$ cat config.mk
export PLATFORM = sky130hd
export DESIGN_NAME = rx_fsm_flat
export DESIGN_NICKNAME = d
export VERILOG_FILES = /design/src/logic/chiplet_rx_pkg.sv /design/src/logic/rx_buf_if.sv /design/src/logic/rx_crc.sv /design/src/logic/rx_fsm.sv /design/src/flat_wrapper.sv
export VERILOG_INCLUDE_DIRS = /design/src /design/src/logic
export SDC_FILE = /design/constraint.sdc
export NUM_CORES = 1
export LEC_CHECK = 0
export BUFFER_PORTS_ARGS = -buffer_cell sky130_fd_sc_hd__buf_2
export CAP_MARGIN = 10
export CORE_MARGIN = 3
export CORE_UTILIZATION = 52
export CTS_BUF_LIST = sky130_fd_sc_hd__clkbuf_8
export DETAILED_ROUTE_END_ITERATION = 7
export PLACE_DENSITY_LB_ADDON = 0.08
export SLEW_MARGIN = 10
export SYNTH_ARGS = -nofsm -noshare
export SYNTH_HDL_FRONTEND = slang
export SYNTH_HIERARCHICAL = 1
export SYNTH_SLANG_ARGS = --single-unit
$ cat constraint.sdc
create_clock -name clk -period 2.4 [get_ports clk]
set_clock_uncertainty 0.1 [all_clocks]
set_input_delay 0.48 -clock clk [delete_from_list [all_inputs] [get_ports clk]]
set_output_delay 0.48 -clock clk [all_outputs]
set_load 0.01 [all_outputs]
$ cat src/logic/chiplet_rx_consts.svh
`ifndef CHIPLET_RX_CONSTS_SVH
`define CHIPLET_RX_CONSTS_SVH

// Flit and bus word width.
`define CRX_WORD_W 32

// Receive buffer holds 2**CRX_BUF_AW words.
`define CRX_BUF_AW 8
`define CRX_META_DEPTH 4
`define CRX_NUM_VC 4

// CRC-32, MSB first, unreflected, no final XOR.
`define CRX_CRC_POLY 32'h04C1_1DB7
`define CRX_CRC_INIT 32'hFFFF_FFFF

`endif

$ cat src/logic/chiplet_rx_pkg.sv
`include "chiplet_rx_consts.svh"

package chiplet_rx_pkg;

    // The header word. data_words counts the words between header and CRC.
    typedef struct packed {
        logic [3:0]  data_words;
        logic [3:0]  dest;
        logic [23:0] tag;
    } rx_header_t;

    // One flit word, read as a header or as raw payload.
    typedef union packed {
        rx_header_t             hdr;
        logic [`CRX_WORD_W-1:0] raw;
    } flit_word_u;

    // Word count covers the header and the data words.
    typedef struct packed {
        logic [3:0]             id;
        logic [2:0]             req;
        logic [`CRX_BUF_AW-1:0] start_addr;
        logic [4:0]             word_count;
        logic [3:0]             pad;
    } meta_entry_t;

    typedef enum logic [11:0] {
        REG_STATUS   = 12'h000,
        REG_META     = 12'h004,
        REG_ERR_CLR  = 12'h008,
        REG_BUF_BASE = 12'h400
    } host_reg_e;

endpackage

$ cat src/logic/rx_buf_if.sv
`timescale 1ns/100ps
`include "chiplet_rx_consts.svh"

interface rx_buf_if;
    logic                     wen;
    logic [`CRX_BUF_AW-1:0]   waddr;
    logic [`CRX_WORD_W-1:0]   wdata;
    logic [`CRX_WORD_W/8-1:0] strobe;

    modport writer (
        output wen,
        output waddr,
        output wdata,
        output strobe
    );

    modport memory (
        input wen,
        input waddr,
        input wdata,
        input strobe
    );
endinterface

$ cat src/logic/rx_crc.sv
`timescale 1ns/100ps
`include "chiplet_rx_consts.svh"

module rx_crc (
    input  logic                   clk,
    input  logic                   n_rst,
    input  logic                   clear,
    input  logic                   update,
    input  logic [`CRX_WORD_W-1:0] data,
    output logic [31:0]            crc,
    output logic                   done
);
    logic [23:0] rest;
    logic [1:0]  bytes_left;

    function automatic logic [31:0] crc_byte(input logic [31:0] c, input logic [7:0] b);
        logic [31:0] r;
        r = c ^ {b, 24'h0};
        for (int i = 0; i < 8; i++) begin
            r = r[31] ? ((r << 1) ^ `CRX_CRC_POLY) : (r << 1);
        end
        return r;
    endfunction

    // The top byte is folded on the update edge, the other three follow.
    always_ff @(posedge clk, negedge n_rst) begin
        if (!n_rst) begin
            crc        <= `CRX_CRC_INIT;
            done       <= 1'b0;
            bytes_left <= 2'd0;
        end else if (clear) begin
            crc        <= `CRX_CRC_INIT;
            done       <= 1'b0;
            bytes_left <= 2'd0;
        end else if (update) begin
            crc        <= crc_byte(crc, data[31:24]);
            done       <= 1'b0;
            bytes_left <= 2'd3;
        end else if (bytes_left != 2'd0) begin
            crc        <= crc_byte(crc, rest[23:16]);
            done       <= (bytes_left == 2'd1);
            bytes_left <= bytes_left - 2'd1;
        end
    end

    always_ff @(posedge clk) begin
        if (update) begin
            rest <= data[23:0];
        end else begin
            rest <= rest << 8;
        end
    end
endmodule

$ cat src/logic/rx_fsm.sv
`timescale 1ns/100ps
`include "chiplet_rx_consts.svh"

module rx_fsm (
    input  logic                        clk,
    input  logic                        n_rst,
    input  logic                        flit_valid,
    input  chiplet_rx_pkg::flit_word_u  flit_data,
    input  logic [1:0]                  flit_vc,
    input  logic [3:0]                  flit_id,
    input  logic [2:0]                  flit_req,
    output logic                        flit_pop,
    output logic [`CRX_NUM_VC-1:0]      credit,
    output logic                        crc_error,
    output logic                        meta_push,
    output chiplet_rx_pkg::meta_entry_t meta_entry,
    input  logic                        meta_full,
    rx_buf_if.writer                    buf_port
);
    typedef enum logic [2:0] {
        IDLE, HEADER, CRC_WAIT, BODY, CRC_CHECK, COMMIT
    } state_e;

    state_e                 state, next_state;
    logic [`CRX_BUF_AW-1:0] waddr, next_waddr;
    logic [`CRX_BUF_AW-1:0] start_addr, next_start_addr;
    logic [3:0]             words_left, next_words_left;
    logic [3:0]             pkt_len;
    logic [3:0]             pkt_id;
    logic [2:0]             pkt_req;
    logic                   crc_clear, crc_update, crc_done;
    logic [31:0]            crc_val;

    rx_crc crc_i (
        .clk    (clk),
        .n_rst  (n_rst),
        .clear  (crc_clear),
        .update (crc_update),
        .data   (flit_data.raw),
        .crc    (crc_val),
        .done   (crc_done)
    );

    always_ff @(posedge clk, negedge n_rst) begin
        if (!n_rst) begin
            state      <= IDLE;
            waddr      <= '0;
            start_addr <= '0;
            words_left <= '0;
        end else begin
            state      <= next_state;
            waddr      <= next_waddr;
            start_addr <= next_start_addr;
            words_left <= next_words_left;
        end
    end

    always_ff @(posedge clk) begin
        if (state == HEADER) begin
            pkt_len <= flit_data.hdr.data_words;
            pkt_id  <= flit_id;
            pkt_req <= flit_req;
        end
    end

    always_comb begin
        next_state      = state;
        next_waddr      = waddr;
        next_start_addr = start_addr;
        next_words_left = words_left;
        crc_clear       = 1'b0;
        crc_update      = 1'b0;
        flit_pop        = 1'b0;
        crc_error       = 1'b0;
        meta_push       = 1'b0;
        buf_port.wen    = 1'b0;
        case (state)
            IDLE: begin
                crc_clear = 1'b1;
                if (flit_valid) begin
                    next_state = HEADER;
                end
            end
            HEADER: begin
                crc_update      = 1'b1;
                next_words_left = flit_data.hdr.data_words;
                next_state      = CRC_WAIT;
            end
            CRC_WAIT: begin
                // The word is held by the switch until its CRC pass is over.
                if (crc_done) begin
                    flit_pop     = 1'b1;
                    buf_port.wen = 1'b1;
                    next_waddr   = waddr + 1'b1;
                    if (words_left == 4'd0) begin
                        next_state = CRC_CHECK;
                    end else begin
                        next_words_left = words_left - 4'd1;
                        next_state      = BODY;
                    end
                end
            end
            BODY: begin
                if (flit_valid) begin
                    crc_update = 1'b1;
                    next_state = CRC_WAIT;
                end
            end
            CRC_CHECK: begin
                if (flit_valid) begin
                    flit_pop = 1'b1;
                    if (flit_data.raw == crc_val) begin
                        next_state = COMMIT;
                    end else begin
                        crc_error  = 1'b1;
                        next_waddr = start_addr;
                        next_state = IDLE;
                    end
                end
            end
            COMMIT: begin
                // Stalls here while the host leaves the queue full.
                if (!meta_full) begin
                    meta_push       = 1'b1;
                    next_start_addr = waddr;
                    next_state      = IDLE;
                end
            end
            default: begin
                next_state = IDLE;
            end
        endcase
    end

    always_comb begin
        credit          = '0;
        credit[flit_vc] = flit_pop;
    end

    assign buf_port.waddr  = waddr;
    assign buf_port.wdata  = flit_data.raw;
    assign buf_port.strobe = '1;

    assign meta_entry.id         = pkt_id;
    assign meta_entry.req        = pkt_req;
    assign meta_entry.start_addr = start_addr;
    assign meta_entry.word_count = {1'b0, pkt_len} + 5'd1;
    assign meta_entry.pad        = '0;
endmodule

$ cat src/flat_wrapper.sv
// flat-port wrapper written by rule: the top's interface ports become plain ports
module rx_fsm_flat 
  (clk, n_rst, flit_valid, flit_data, flit_vc, flit_id, flit_req, flit_pop, credit, crc_error, meta_push, meta_entry, meta_full, buf_port_wen, buf_port_waddr, buf_port_wdata, buf_port_strobe);
  rx_buf_if buf_port_i ();
  input  logic clk;
  input  logic n_rst;
  input  logic flit_valid;
  input  chiplet_rx_pkg::flit_word_u flit_data;
  input  logic [1:0] flit_vc;
  input  logic [3:0] flit_id;
  input  logic [2:0] flit_req;
  output logic flit_pop;
  output logic [`CRX_NUM_VC-1:0] credit;
  output logic crc_error;
  output logic meta_push;
  output chiplet_rx_pkg::meta_entry_t meta_entry;
  input  logic meta_full;
  output wire logic [$bits(buf_port_i.wen)-1:0] buf_port_wen;
  output wire logic [$bits(buf_port_i.waddr)-1:0] buf_port_waddr;
  output wire logic [$bits(buf_port_i.wdata)-1:0] buf_port_wdata;
  output wire logic [$bits(buf_port_i.strobe)-1:0] buf_port_strobe;
  assign buf_port_wen = buf_port_i.wen;
  assign buf_port_waddr = buf_port_i.waddr;
  assign buf_port_wdata = buf_port_i.wdata;
  assign buf_port_strobe = buf_port_i.strobe;
  rx_fsm u_core (.clk(clk), .n_rst(n_rst), .flit_valid(flit_valid), .flit_data(flit_data), .flit_vc(flit_vc), .flit_id(flit_id), .flit_req(flit_req), .flit_pop(flit_pop), .credit(credit), .crc_error(crc_error), .meta_push(meta_push), .meta_entry(meta_entry), .meta_full(meta_full), .buf_port(buf_port_i));
endmodule
==> flow_summary.ini <==
[logic_synthesis]
synthArstFlopShare_pct = 62.37
ys.flop_type = dfstp_2
netlist_area_sq_um = 6296
synth.yosys.warnings = 6
yosysUniqueCellTypes = 66
syn_area_per_cell_sq_um = 10.22
synth_cells = 616
ys_ff_latch = 93
ys_seq_area_share_pct = 36.57
synth_edf_count = 11

[run_status]
status = complete, but fails checks
violations = setup timing

[timing]
fin_tns_setup_ps = -255.9
period_needed_ps = 2656
hold_viol = 0
report.final.slew_viol_count = 0
rsz0062_at_grt = yes
holdWs_ps = 163.7
fmax_ghz = 0.3765
setup_viol = 1
worstMarginPinSlew_ps = 609.1
fin_crit_sh_pct = 110.7
max_slew_margin_pct = 59.10
worst_slack_ps = -255.9

[grt]
grt_pass1_vias = 4798
antenna_found_initial = 0
overflow = 0
grt_pass1_wl_mm = 26.59
grt_max_degree = 38
grt.total_usage_pct = 26.43

[setup_path]
path_class = register to primary output
worstPathMaxFanout = 2
startpoint_type = register
cp-end-kind = primary output
crit_required_ps = 1820
arrival_ps = 2080

[route]
avgRoutedWirePerCell_um = 19.08
ant_nets = 0
vias = 4934
drc_errors = 0
drt-pass1-iter-count = 5
via_per_inst = 5.386
wl_mm = 17.48
drt_iter0_markers = 282

[clock_network]
cts_tree = built
clk_pin_slew_ps = 100
cts_buffers = 9
insertion_delay_ps = 390
numClockSinks = 93
clock-root-buffer = clkbuf_8
clockBufferDepth = 2
htree_levels = 3

[layout]
area_growth_pct = 21.86
regArea_sq_um = 2306
final_cells = 916
drive_above_1_share_pct = 39.97
mostFrequentLayoutCell = buf_2
final_cell_mix = 112 x buf_2, 86 x xnor2_1, 83 x buf_4
multi_input_area_sq_um = 3716
nets = 818
fillers = 963
antennaDiodeCount = 0

[min_path]
hold_path_class = input pin to register

[place]
dp.cells = 884
dp.final_hpwl_mm = 13.18
post-place-ws_ps = -24.58
io_buffer_count = 112
place.gp.congestion = 0.9551

[floorplanning]
die_y_um = 116.0
fp.dieW_um = 116.0
start_util_pct = 54.21
rows = 39
io_pins = 121
fp.coreArea_sq_um = 11610
dieArea_sq_um = 13460

[job]
max-cap-violations = 0
-- area by class of cell --
type	instances	share of cell area, %
clock buffer	9	1.614
clock inverter	7	0.8643
inverter	9	0.4729
multi-input combinational	456	48.43
sequential	93	30.06
tap	143	2.332
timing repair buffer	199	16.23
-- metal layers --
layer / track usage, % / wire (um) / vias to the layer above
met3: 4.543 / 763 / 22
met5: 0 / 0 / -
met1: 33.38 / 7310 / 2401
met2: 45.88 / 9030 / 141
li1: - / - / 2370
met4: 8.894 / 372 / 0
-- logic make-up after synthesis --
logic type / Yosys count / synth area share [%]
muxes: 42 / 7.174
other: 2 / 0.1193
adders and majority gates: 5 / 0.9936
AOI/OAI and AO/OA: 98 / 9.519
and+or+nand+nor: 135 / 11.59
DFF: 93 / 36.57
xor gates and xnor gates: 168 / 27.19
buffers and inverters: 73 / 6.856
-- worst paths after layout --
path / startpoint / to / slack, ps / cells past startpoint
min in group asynchronous: n_rst / u_core/crc_i/done / 510 / 2
min: flit_id[2] / u_core/pkt_id[2] / 160 / 1
max: u_core/crc_i/crc[24] / crc_error / -260 / 7
max reg2reg: u_core/crc_i/crc[26] / u_core/crc_i/crc[6] / 50 / 8
max in group asynchronous: n_rst / u_core/crc_i/crc[29] / 910 / 3
min reg2reg: u_core/crc_i/rest[11] / u_core/crc_i/rest[19] / 370 / 1
-- worst max-delay path, stage by stage, from the launching register on --
cell,delay [ps]
dfstp_2,550
xor2_1,90
nor4_2,310
buf_4,160
nand4_1,190
nor2_2,190
nor2_1,50
buf_2,130
-- sequential cells by signal (all words and copies together) (netlist names) --
name                     count
u_core/start_addr            8
u_core/buf_port.waddr        8
u_core/pkt_len               4
u_core/crc_i/rest           24
u_core/crc_i/crc            32
u_core/pkt_req               3
u_core/crc_i/done            1
u_core/words_left            4
u_core/pkt_id                4
u_core/state                 3
u_core/crc_i/bytes_left      2
-- cell usage after synthesis, types with 3 or more instances --
| cell type | number | area [sq um] |
|---|---|---|
| a2111oi_0 | 7 | 61.31 |
| a21oi_1 | 35 | 175.2 |
| a31oi_1 | 4 | 25.02 |
| and2_1 | 11 | 68.82 |
| and3_1 | 6 | 37.54 |
| and3b_1 | 5 | 43.79 |
| buf_1 | 4 | 15.01 |
| buf_2 | 5 | 25.02 |
| buf_4 | 40 | 300.3 |
| clkbuf_1 | 14 | 52.55 |
| dfrtp_1 | 26 | 650.6 |
| dfstp_2 | 32 | 840.8 |
| dfxtp_1 | 24 | 480.5 |
| edfxtp_1 | 11 | 330.3 |
| ha_1 | 5 | 62.56 |
| inv_1 | 7 | 26.28 |
| mux2_2 | 24 | 270.3 |
| mux2i_1 | 17 | 170.2 |
| nand2_1 | 33 | 123.9 |
| nand3_1 | 5 | 25.02 |
| nand4_1 | 6 | 37.54 |
| nor2_1 | 34 | 127.6 |
| nor2b_1 | 3 | 18.77 |
| nor3_1 | 5 | 25.02 |
| nor3b_1 | 5 | 37.54 |
| nor4_1 | 6 | 37.54 |
| o211ai_1 | 8 | 60.06 |
| o21ai_0 | 24 | 120.1 |
| or4_1 | 4 | 30.03 |
| xnor2_1 | 88 | 770.7 |
| xnor2_2 | 8 | 130.1 |
| xnor3_1 | 6 | 135.1 |
| xor2_1 | 59 | 516.8 |
| xor3_1 | 3 | 71.32 |
-- metrics by stage --
step / instance area, sq um / util (%)
detailed placement: 7228 / 62.24
CTS: 7508 / 64.65
floorplan: 6324 / -
global placement: 7228 / 62.24
finish: 7672 / 66.06
global route: 7672 / 66.06
-- timing repair --
item / CTS / global route
pin swaps: 3 / 13
setup endpoints to repair: 4 / 10
cloned: 0 / 0
buffers inserted: 7 / 11
endpoints found under the hold margin: 7 / 0
resized for setup: 7 / 17
hold buffers: 1 / 0
Power is left out: the tool's default activity adds up to more than one toggle a clock period on the data nets, which glitch-free logic cannot reach.
