`src/logic/chiplet_rx_consts.svh`:
```
`ifndef CHIPLET_RX_CONSTS_SVH
`define CHIPLET_RX_CONSTS_SVH

// Flit and bus word width.
`define CRX_WORD_W 32

// Receive buffer holds 2**CRX_BUF_AW words.
`define CRX_BUF_AW 8
`define CRX_META_DEPTH 4
`define CRX_NUM_VC 4

// CRC-32, MSB first, unreflected, no final XOR.
`define CRX_CRC_POLY 32'h04C1_1DB7
`define CRX_CRC_INIT 32'hFFFF_FFFF

`endif

```
`src/logic/chiplet_rx_pkg.sv`:
```
`include "chiplet_rx_consts.svh"

package chiplet_rx_pkg;

    // The header word. data_words counts the words between header and CRC.
    typedef struct packed {
        logic [3:0]  data_words;
        logic [3:0]  dest;
        logic [23:0] tag;
    } rx_header_t;

    // One flit word, read as a header or as raw payload.
    typedef union packed {
        rx_header_t             hdr;
        logic [`CRX_WORD_W-1:0] raw;
    } flit_word_u;

    // Word count covers the header and the data words.
    typedef struct packed {
        logic [3:0]             id;
        logic [2:0]             req;
        logic [`CRX_BUF_AW-1:0] start_addr;
        logic [4:0]             word_count;
        logic [3:0]             pad;
    } meta_entry_t;

    typedef enum logic [11:0] {
        REG_STATUS   = 12'h000,
        REG_META     = 12'h004,
        REG_ERR_CLR  = 12'h008,
        REG_BUF_BASE = 12'h400
    } host_reg_e;

endpackage

```
`src/logic/rx_host_apb.sv`:
```
`timescale 1ns/100ps
`include "chiplet_rx_consts.svh"

module rx_host_apb (
    input  logic                        clk,
    input  logic                        n_rst,
    input  logic                        psel,
    input  logic                        penable,
    input  logic                        pwrite,
    input  logic [11:0]                 paddr,
    input  logic [31:0]                 pwdata,
    output logic [31:0]                 prdata,
    output logic                        pready,
    output logic                        pslverr,
    input  logic                        meta_push,
    input  chiplet_rx_pkg::meta_entry_t meta_entry,
    output logic                        meta_full,
    input  logic                        crc_error,
    output logic [`CRX_BUF_AW-1:0]      raddr,
    input  logic [31:0]                 rdata
);
    localparam int QAW = $clog2(`CRX_META_DEPTH);
    localparam logic [QAW:0] FULL_LEVEL = `CRX_META_DEPTH;

    chiplet_rx_pkg::meta_entry_t queue [`CRX_META_DEPTH];
    logic [QAW-1:0] wr_ptr, rd_ptr;
    logic [QAW:0]   fill;
    logic [7:0]     err_cnt;
    logic           access, buf_sel, buf_wait;
    logic           q_push, q_pop, err_clr;

    assign access    = psel && penable;
    assign buf_sel   = (paddr & 12'hC00) == chiplet_rx_pkg::REG_BUF_BASE;
    assign raddr     = paddr[`CRX_BUF_AW+1:2];
    assign meta_full = (fill == FULL_LEVEL);
    assign q_push    = meta_push && !meta_full;

    always_comb begin
        pready  = 1'b0;
        pslverr = 1'b0;
        prdata  = '0;
        q_pop   = 1'b0;
        err_clr = 1'b0;
        if (access && buf_sel) begin
            // RAM data is taken in the second access cycle.
            pready  = buf_wait;
            pslverr = buf_wait && pwrite;
            prdata  = rdata;
        end else if (access) begin
            pready = 1'b1;
            case (paddr)
                chiplet_rx_pkg::REG_STATUS: begin
                    prdata[QAW:0]  = fill;
                    prdata[15:8]   = err_cnt;
                    pslverr        = pwrite;
                end
                chiplet_rx_pkg::REG_META: begin
                    if (pwrite || fill == '0) begin
                        pslverr = 1'b1;
                    end else begin
                        prdata = {8'h0, queue[rd_ptr]};
                        q_pop  = 1'b1;
                    end
                end
                chiplet_rx_pkg::REG_ERR_CLR: begin
                    err_clr = pwrite && pwdata[0];
                end
                default: begin
                    pslverr = 1'b1;
                end
            endcase
        end
    end

    always_ff @(posedge clk) begin
        if (q_push) begin
            queue[wr_ptr] <= meta_entry;
        end
    end

    always_ff @(posedge clk, negedge n_rst) begin
        if (!n_rst) begin
            wr_ptr   <= '0;
            rd_ptr   <= '0;
            fill     <= '0;
            err_cnt  <= '0;
            buf_wait <= 1'b0;
        end else begin
            buf_wait <= access && buf_sel && !buf_wait;
            if (q_push) begin
                wr_ptr <= wr_ptr + 1'b1;
            end
            if (q_pop) begin
                rd_ptr <= rd_ptr + 1'b1;
            end
            if (q_push && !q_pop) begin
                fill <= fill + 1'b1;
            end else if (q_pop && !q_push) begin
                fill <= fill - 1'b1;
            end
            if (err_clr) begin
                err_cnt <= '0;
            end else if (crc_error && err_cnt != 8'hFF) begin
                err_cnt <= err_cnt + 8'd1;
            end
        end
    end
endmodule

```
`config.mk`:
```
export PLATFORM = sky130hd
export DESIGN_NAME = rx_host_apb
export DESIGN_NICKNAME = d
export VERILOG_FILES = /design/src/logic/chiplet_rx_pkg.sv /design/src/logic/rx_host_apb.sv
export VERILOG_INCLUDE_DIRS = /design/src /design/src/logic
export SDC_FILE = /design/constraint.sdc
export NUM_CORES = 1
export LEC_CHECK = 0
export ABC_CLOCK_PERIOD_IN_PS = 2800
export BUFFER_PORTS_ARGS = -buffer_cell sky130_fd_sc_hd__buf_2
export CAP_MARGIN = 10
export CORE_ASPECT_RATIO = 0.9
export CORE_MARGIN = 4
export CORE_UTILIZATION = 40
export DETAILED_ROUTE_END_ITERATION = 16
export GPL_ROUTABILITY_DRIVEN = 0
export GPL_TIMING_DRIVEN = 0
export PLACE_DENSITY_LB_ADDON = 0.2
export SYNTH_ARGS = -nofsm -noshare
export SYNTH_HDL_FRONTEND = slang
export SYNTH_SLANG_ARGS = --single-unit
export TNS_END_PERCENT = 50
```
`constraint.sdc`:
```
create_clock -name clk -period 2.8 [get_ports clk]
set_input_delay 0.42 -clock clk [delete_from_list [all_inputs] [get_ports clk]]
set_output_delay 0.42 -clock clk [all_outputs]
set_load 0.02 [all_outputs]
```
==> results of run 1 <==
cells by family (layout without fill, tap and decap cells):
| kind of cell | count (synthesis) | count (layout) |
|---|---|---|
| buf+inv | 31 | 170 |
| mux | 26 | 26 |
| simple gates | 66 | 66 |
| compound gates | 38 | 38 |
| fa+ha+maj | 7 | 7 |
| xor+xnor | 8 | 8 |
| flops | 112 | 112 |
metrics by stage:
step / area [µm²] / instances / power [mW]
after floorplan: 4994 / 288 / 2.855
after global placement: 5784 / 566 / 3.111
after detailed placement: 5839 / 568 / 3.204
after CTS: 6171 / 585 / 4.468
after global routing: 6240 / 587 / 4.707
final: 6240 / 587 / 4.469
synth_stat cells (4+ instances only):
cell type,count
inv_1,6
buf_4,13
nand2_1,4
mux4_2,24
and2_1,13
nor4b_1,10
clkbuf_1,6
nor2_1,8
a22o_1,14
a221o_1,11
dfrtp_1,16
o21ai_0,4
ha_1,6
edfxtp_1,96
nand3_1,4
xor2_1,5
per-layer routing:
layer	up-vias	share of wire, %	track usage (%)	routed length (µm)
met1	1500	47	21.73	5030
met3	7	8.1	4.963	867
li1	1431	-	-	-
met5	-	0.11	0	12
met2	126	44	22.99	4672
met4	2	0.59	3.002	63
worst max-delay path: stages (launching register included):
cell     delay (ns)
dfrtp_1        0.45
nor3_1         0.09
or4b_4         0.53
buf_4          0.21
nor4b_1        0.35
a221o_1        0.17
buf_2          0.16
state kept, by name, indices dropped and copies added (netlist names):
register,cells
err_cnt,8
rd_ptr,2
wr_ptr,2
queue,96
buf_wait,1
fill,3
cell usage in the layout, fill, tap and decap left out, types with 6 or more instances in the layout:
cell	instances
nor4b_1	7
mux4_2	24
buf_2	120
clkbuf_16	9
a22o_1	14
ha_1	6
edfxtp_1	96
nor2_1	8
buf_4	12
and2_1	13
a221o_1	11
inv_1	6
dfrtp_1	15
cell type report:
| class | instances | area [µm²] |
|---|---|---|
| fill | 1045 | 5884 |
| clock buffer | 9 | 225.2 |
| clock inverter | 7 | 76.32 |
| buffer | 24 | 175.2 |
| timing repair buffer | 124 | 718.2 |
| sequential | 112 | 3284 |
| multi-input combinational | 145 | 1538 |
| tap | 160 | 200.2 |
| inverter | 6 | 22.52 |
power groups by stage:
stage	Combinational (mW)	Clock (mW)	Sequential, mW
after global routing	0.932	1.37	2.40
after floorplan	0.495	0	2.36
after global placement	0.711	0	2.40
after CTS	0.795	1.30	2.38
after detailed placement	0.790	0	2.41
final	0.840	1.26	2.37
timing repair:
item	CTS	global route
hold buffers	1	0
setup endpoints to repair	14	16
setup buffers	1	0
pin swaps	1	0
hold endpoints to repair	16	0
gates resized for setup	3	4
cloned	0	0
path summary, 6_finish.rpt:
kind                                 from            to  slack, ns  cells after the start
hold reg to reg                  buf_wait      buf_wait       0.42                      1
max in group asynchronous           n_rst       fill[0]       1.98                      2
hold / removal             meta_entry[23]  queue[3][23]       0.28                      1
min in group asynchronous           n_rst    err_cnt[4]       0.52                      2
setup reg to reg                  fill[1]       fill[1]       0.15                      9
setup / recovery                  fill[1]     prdata[2]       0.07                      6
==> qor.yml, run 1 <==
status:
  outcome: "complete, no violations"
synth:
  yosys.area_share.adder_pct: 1.904
  synth_top_family_by_area: "multiplexers"
  syn_nets: 402
  synth_edf_count: 96
  synth.cell_area_um2: 4994
  yosysTopAreaCellShare_pct: 57.73
  yosys.area.top_type: "edfxtp_1"
  syn_inst: 288
  synth_compound_area_share_pct: 6.314
  synth-async-reset-ratio_pct: 14.29
  yosys_warnings: 0
  synth_ff_type: "edfxtp_1"
  synth_cell_types: 46
  yosys-mux-area-fraction_pct: 11.25
  synth.area.top_cells: "edfxtp_1 58%, mux4_2 11%, dfrtp_1 8.0%, a22o_1 2.5%, a221o_1 2.2%"
  synthXorXnorAreaFrac_pct: 1.403
  synthSimpleGateAreaFrac_pct: 9.546
  avgSynthCellArea_um2: 17.34
  seq_area_frac_synth_pct: 65.75
  ys_seq_elements: 112
power_and_ir_drop:
  p_int_mw: 3.224
  pwr-share-comb_pct: 18.8
  ir_worst_vdd_mv: 0.3807
  switching_share_pct: 27.86
  pwr-share-clk_pct: 28.1
  p_leak_nw: 2.413
  p_switching_mw: 1.245
  power_density_nw_per_um2: 716.2
  pwr-share-seq_pct: 53.1
cts:
  htree_levels: 3
  cts_buffer_depth: 2
  clk_pin_slew_ns: 0.08
  cts_tree: "done"
  clock-sinks: 112
  cts_root_buf: "clkbuf_16"
  clk_latency_ns: 0.35
  cts_buffers: 9
job:
  max_cap_violations: 0
setup_path:
  crit_path_end_kind: "output pin"
  setup.worst_path.class: "reg2out"
  crit_path_start_kind: "flop"
  cp.arrival_ns: 2.31
  worstPathMaxFanout: 10
  critPathRequiredTime_ns: 2.38
floorplanning:
  rows: 38
  io_pins: 150
  die_w_um: 125.8
  die_y_um: 114.0
  dieArea_um2: 14340
  core_um2: 12120
  start_util_pct: 41.19
global_route:
  grt_max_degree: 25
  grt_usage_pct: 15.15
  grt_pass1_wl_um: 16730
  grt_pass1_vias: 3008
  antenna_found_initial: 1
  grt-ovfl-total: 0
final_layout:
  area_growth_pct: 24.96
  utilization_pct: 51.47
  nets: 536
  diodes: 0
  drive_gt1_share_pct: 45.90
detailed_routing:
  vias_per_cell: 5.223
  wl_per_cell_um: 18.14
  postRouteAntennaNets: 0
  first_pass_iters: 4
  finalWirelength_um: 10650
  drtIter0Drc: 174
  drc: 0
  num_vias: 3066
timing:
  rsz0062_at_grt: "true"
  worst_pin_slew_ns: 0.7936
  max_freq_mhz: 366.7
  finClkSkew_ns: 0.007435
  tns_ns: 0
  hold_violations: 0
  setup_slack_ns: 0.07294
  setup_violations: 0
  whs_ns: 0.2807
  fin_crit_ns: 2.727
  slew_headroom_pct: 47.09
  final_max_slew_viol_count: 0
  finalCritPeriodShare_pct: 97.39
hold_path:
  worstHoldPathType: "in2reg"
placed_design:
  portBuffers: 118
  dp_hpwl_um: 7394
  dp_worst_setup_slack_ns: -0.1968
Power figures use the tool's default switching activity.
==> inputs of run 2 (changes only) <==
Settings changed: ABC_CLOCK_PERIOD_IN_PS 2800 to 3250.
Clock period 2.8 ns to 3.25 ns, I/O delays scaled along.
==> run 2 against run 1 <==
  * Cell count down 0.17%
  * Register-to-register slack gained 0.28 ns
  * Largest power group unchanged
  * Power is 14% lower
  * Global-route usage about the same
  * Clock-buffer cell count unchanged
  * Non-clock buffer count shrank 1
  * Wire length grew 0.13%
  * Die area stayed put
  * Critical path depth stayed put
==> qor.yml, run 2 (synthesized netlist as in run 1, its figures left out) <==
detailed_routing:
  finalWirelength_um: 10660  # was 10650 µm
  first_pass_iters: 4  # unchanged
  wl_per_cell_um: 18.19  # was 18.14 µm
  drc: 0  # unchanged
  vias_per_cell: 5.235  # was 5.223
  num_vias: 3068  # was 3066
  drtIter0Drc: 185  # was 174
  postRouteAntennaNets: 0  # unchanged
setup_path:
  worstPathMaxFanout: 10  # unchanged
  setup.worst_path.class: "reg2out"  # unchanged
  slowest_stage: "mux4_2"  # was or4b_4
  critPathRequiredTime_ns: 2.76  # was 2.38 ns
  cp.arrival_ns: 2.51  # was 2.31 ns
  crit_path_start_kind: "flop"  # unchanged
  slowest_delay_ns: 0.39  # was 0.53 ns
  crit_top_cell: "buf_2"
  crit_path_end_kind: "output pin"  # unchanged
  critPathTopFamily: "buffers and inverters"  # was simple AND/OR/NAND/NOR gates
  path_cells: "clkbuf_1, buf_2, buf_2, mux4_2, a22o_1, buf_2"  # was nor3_1, or4b_4, buf_4, nor4b_1, a221o_1, buf_2
  cp_num_buf_inv: 4  # was 2
floorplanning:
  die_y_um: 114.0  # unchanged
  die_w_um: 125.8  # unchanged
  core_um2: 12120  # unchanged
  start_util_pct: 41.19  # unchanged
  rows: 38  # unchanged
  io_pins: 150  # unchanged
  dieArea_um2: 14340  # unchanged
timing:
  final_max_slew_viol_count: 0  # unchanged
  setup_violations: 0  # unchanged
  rsz0062_at_grt: "false"  # was true
  whs_ns: 0.05175  # was 0.2807 ns
  max_freq_mhz: 333.7
  hold_violations: 0  # unchanged
  finalCritPeriodShare_pct: 92.21
  setup_slack_ns: 0.2531  # was 0.07294 ns
  tns_ns: 0  # unchanged
  finClkSkew_ns: 0.007069  # was 0.007435 ns
  fin_crit_ns: 2.997
  worst_pin_slew_ns: 0.7969  # was 0.7936 ns
  slew_headroom_pct: 46.87  # was 47.09%
hold_path:
  worstHoldPathType: "in2async"  # was in2reg
placed_design:
  dp_hpwl_um: 7394  # unchanged
  portBuffers: 118  # unchanged
  dp_worst_setup_slack_ns: 0.1857  # was -0.1968 ns
  placed_area_um2: 5839  # unchanged
  dp.cells: 568  # unchanged
final_layout:
  diodes: 0  # unchanged
  area_growth_pct: 24.08  # was 24.96%
  finalNonFillerCells: 586  # was 587
  nets: 535  # was 536
  final_common_cell: "buf_2"  # unchanged
  utilization_pct: 51.10  # was 51.47%
  top_register: "queue"  # unchanged
  layout_common_cells: "121 x buf_2, 96 x edfxtp_1, 24 x mux4_2"  # was 120 x buf_2, 96 x edfxtp_1, 24 x mux4_2
  largest_register_ffs: 96  # unchanged
  postLayoutCellArea_um2: 6196  # was 6240 µm²
  drive_gt1_share_pct: 44.84  # was 45.90%
  reg_top3: "queue x96, err_cnt x8, fill x3"  # unchanged
global_route:
  grt_pass1_vias: 3006  # was 3008
  grt_pass1_wl_um: 16750  # was 16730 µm
  grt_usage_pct: 15.17  # was 15.15%
  antenna_found_initial: 1  # unchanged
  grt_max_degree: 25  # unchanged
  grt-ovfl-total: 0  # unchanged
job:
  max_cap_violations: 0  # unchanged
power_and_ir_drop:
  ir_worst_vdd_mv: 0.3284  # was 0.3807 mV
  power_density_nw_per_um2: 620.4  # was 716.2 nW/µm²
  p_leak_nw: 2.401  # was 2.413 nW
  total_power_mw: 3.844  # was 4.469 mW
cts:
  cts_buffers: 9  # unchanged
  clock-sinks: 112  # unchanged
  cts-resized-gates: 0  # was 3
  postCtsSetupBuffers: 0  # was 1
  cts_buffer_depth: 2  # unchanged
  htree_levels: 3  # unchanged
  cts_root_buf: "clkbuf_16"  # unchanged
  cts_tree: "done"  # unchanged
  ctsHoldBuffers: 0  # was 1
  clk_pin_slew_ns: 0.08  # about the same
  clk_latency_ns: 0.35  # about the same
status:
  outcome: "complete, no violations"  # unchanged
## run 2: worst register-to-register path, cell delays in order, from the launching register on
cell     delay, ns
dfrtp_1       0.47
nor3_1        0.11
or4b_4        0.54
nor3_4        0.35
buf_6         0.23
inv_1         0.06
ha_1          0.20
inv_1         0.07
fa_1          0.41
mux2_2        0.27
## run 2: area by class of cell
type                    count  area, µm²
clock inverters             7      76.32
well taps                 160      200.2
flip-flops and latches    112       3283
repair buffers            122      700.7
plain buffers              25      168.9
inverters                   6      22.52
clock buffers               9      225.2
fillers                  1046       5928
multi-input cells         145       1519
## run 2: worst paths after layout
check	slack, ns	cells after the start	to	start
hold reg to reg	0.42	1	buf_wait	buf_wait
max in group asynchronous	2.92	1	fill[2]	n_rst
min in group clk	0.35	1	queue[3][23]	meta_entry[23]
setup / recovery	0.25	6	prdata[18]	rd_ptr[1]
setup reg to reg	0.43	9	fill[1]	fill[0]
hold / removal	0.05	1	err_cnt[4]	n_rst
## run 2: routing by layer
| layer | wire, µm | up-vias | global-route usage [%] |
|---|---|---|---|
| li1 | - | 1428 | - |
| met1 | 4859 | 1486 | 21.73 |
| met2 | 4754 | 140 | 23.06 |
| met3 | 933 | 12 | 4.963 |
| met4 | 100 | 2 | 3.002 |
| met5 | 12 | - | 0 |
## run 2: report_power, final
group / switching [mW] / internal, mW
Clock: 0.536 / 0.544
Combinational: 0.391 / 0.330
Sequential: 0.143 / 1.90
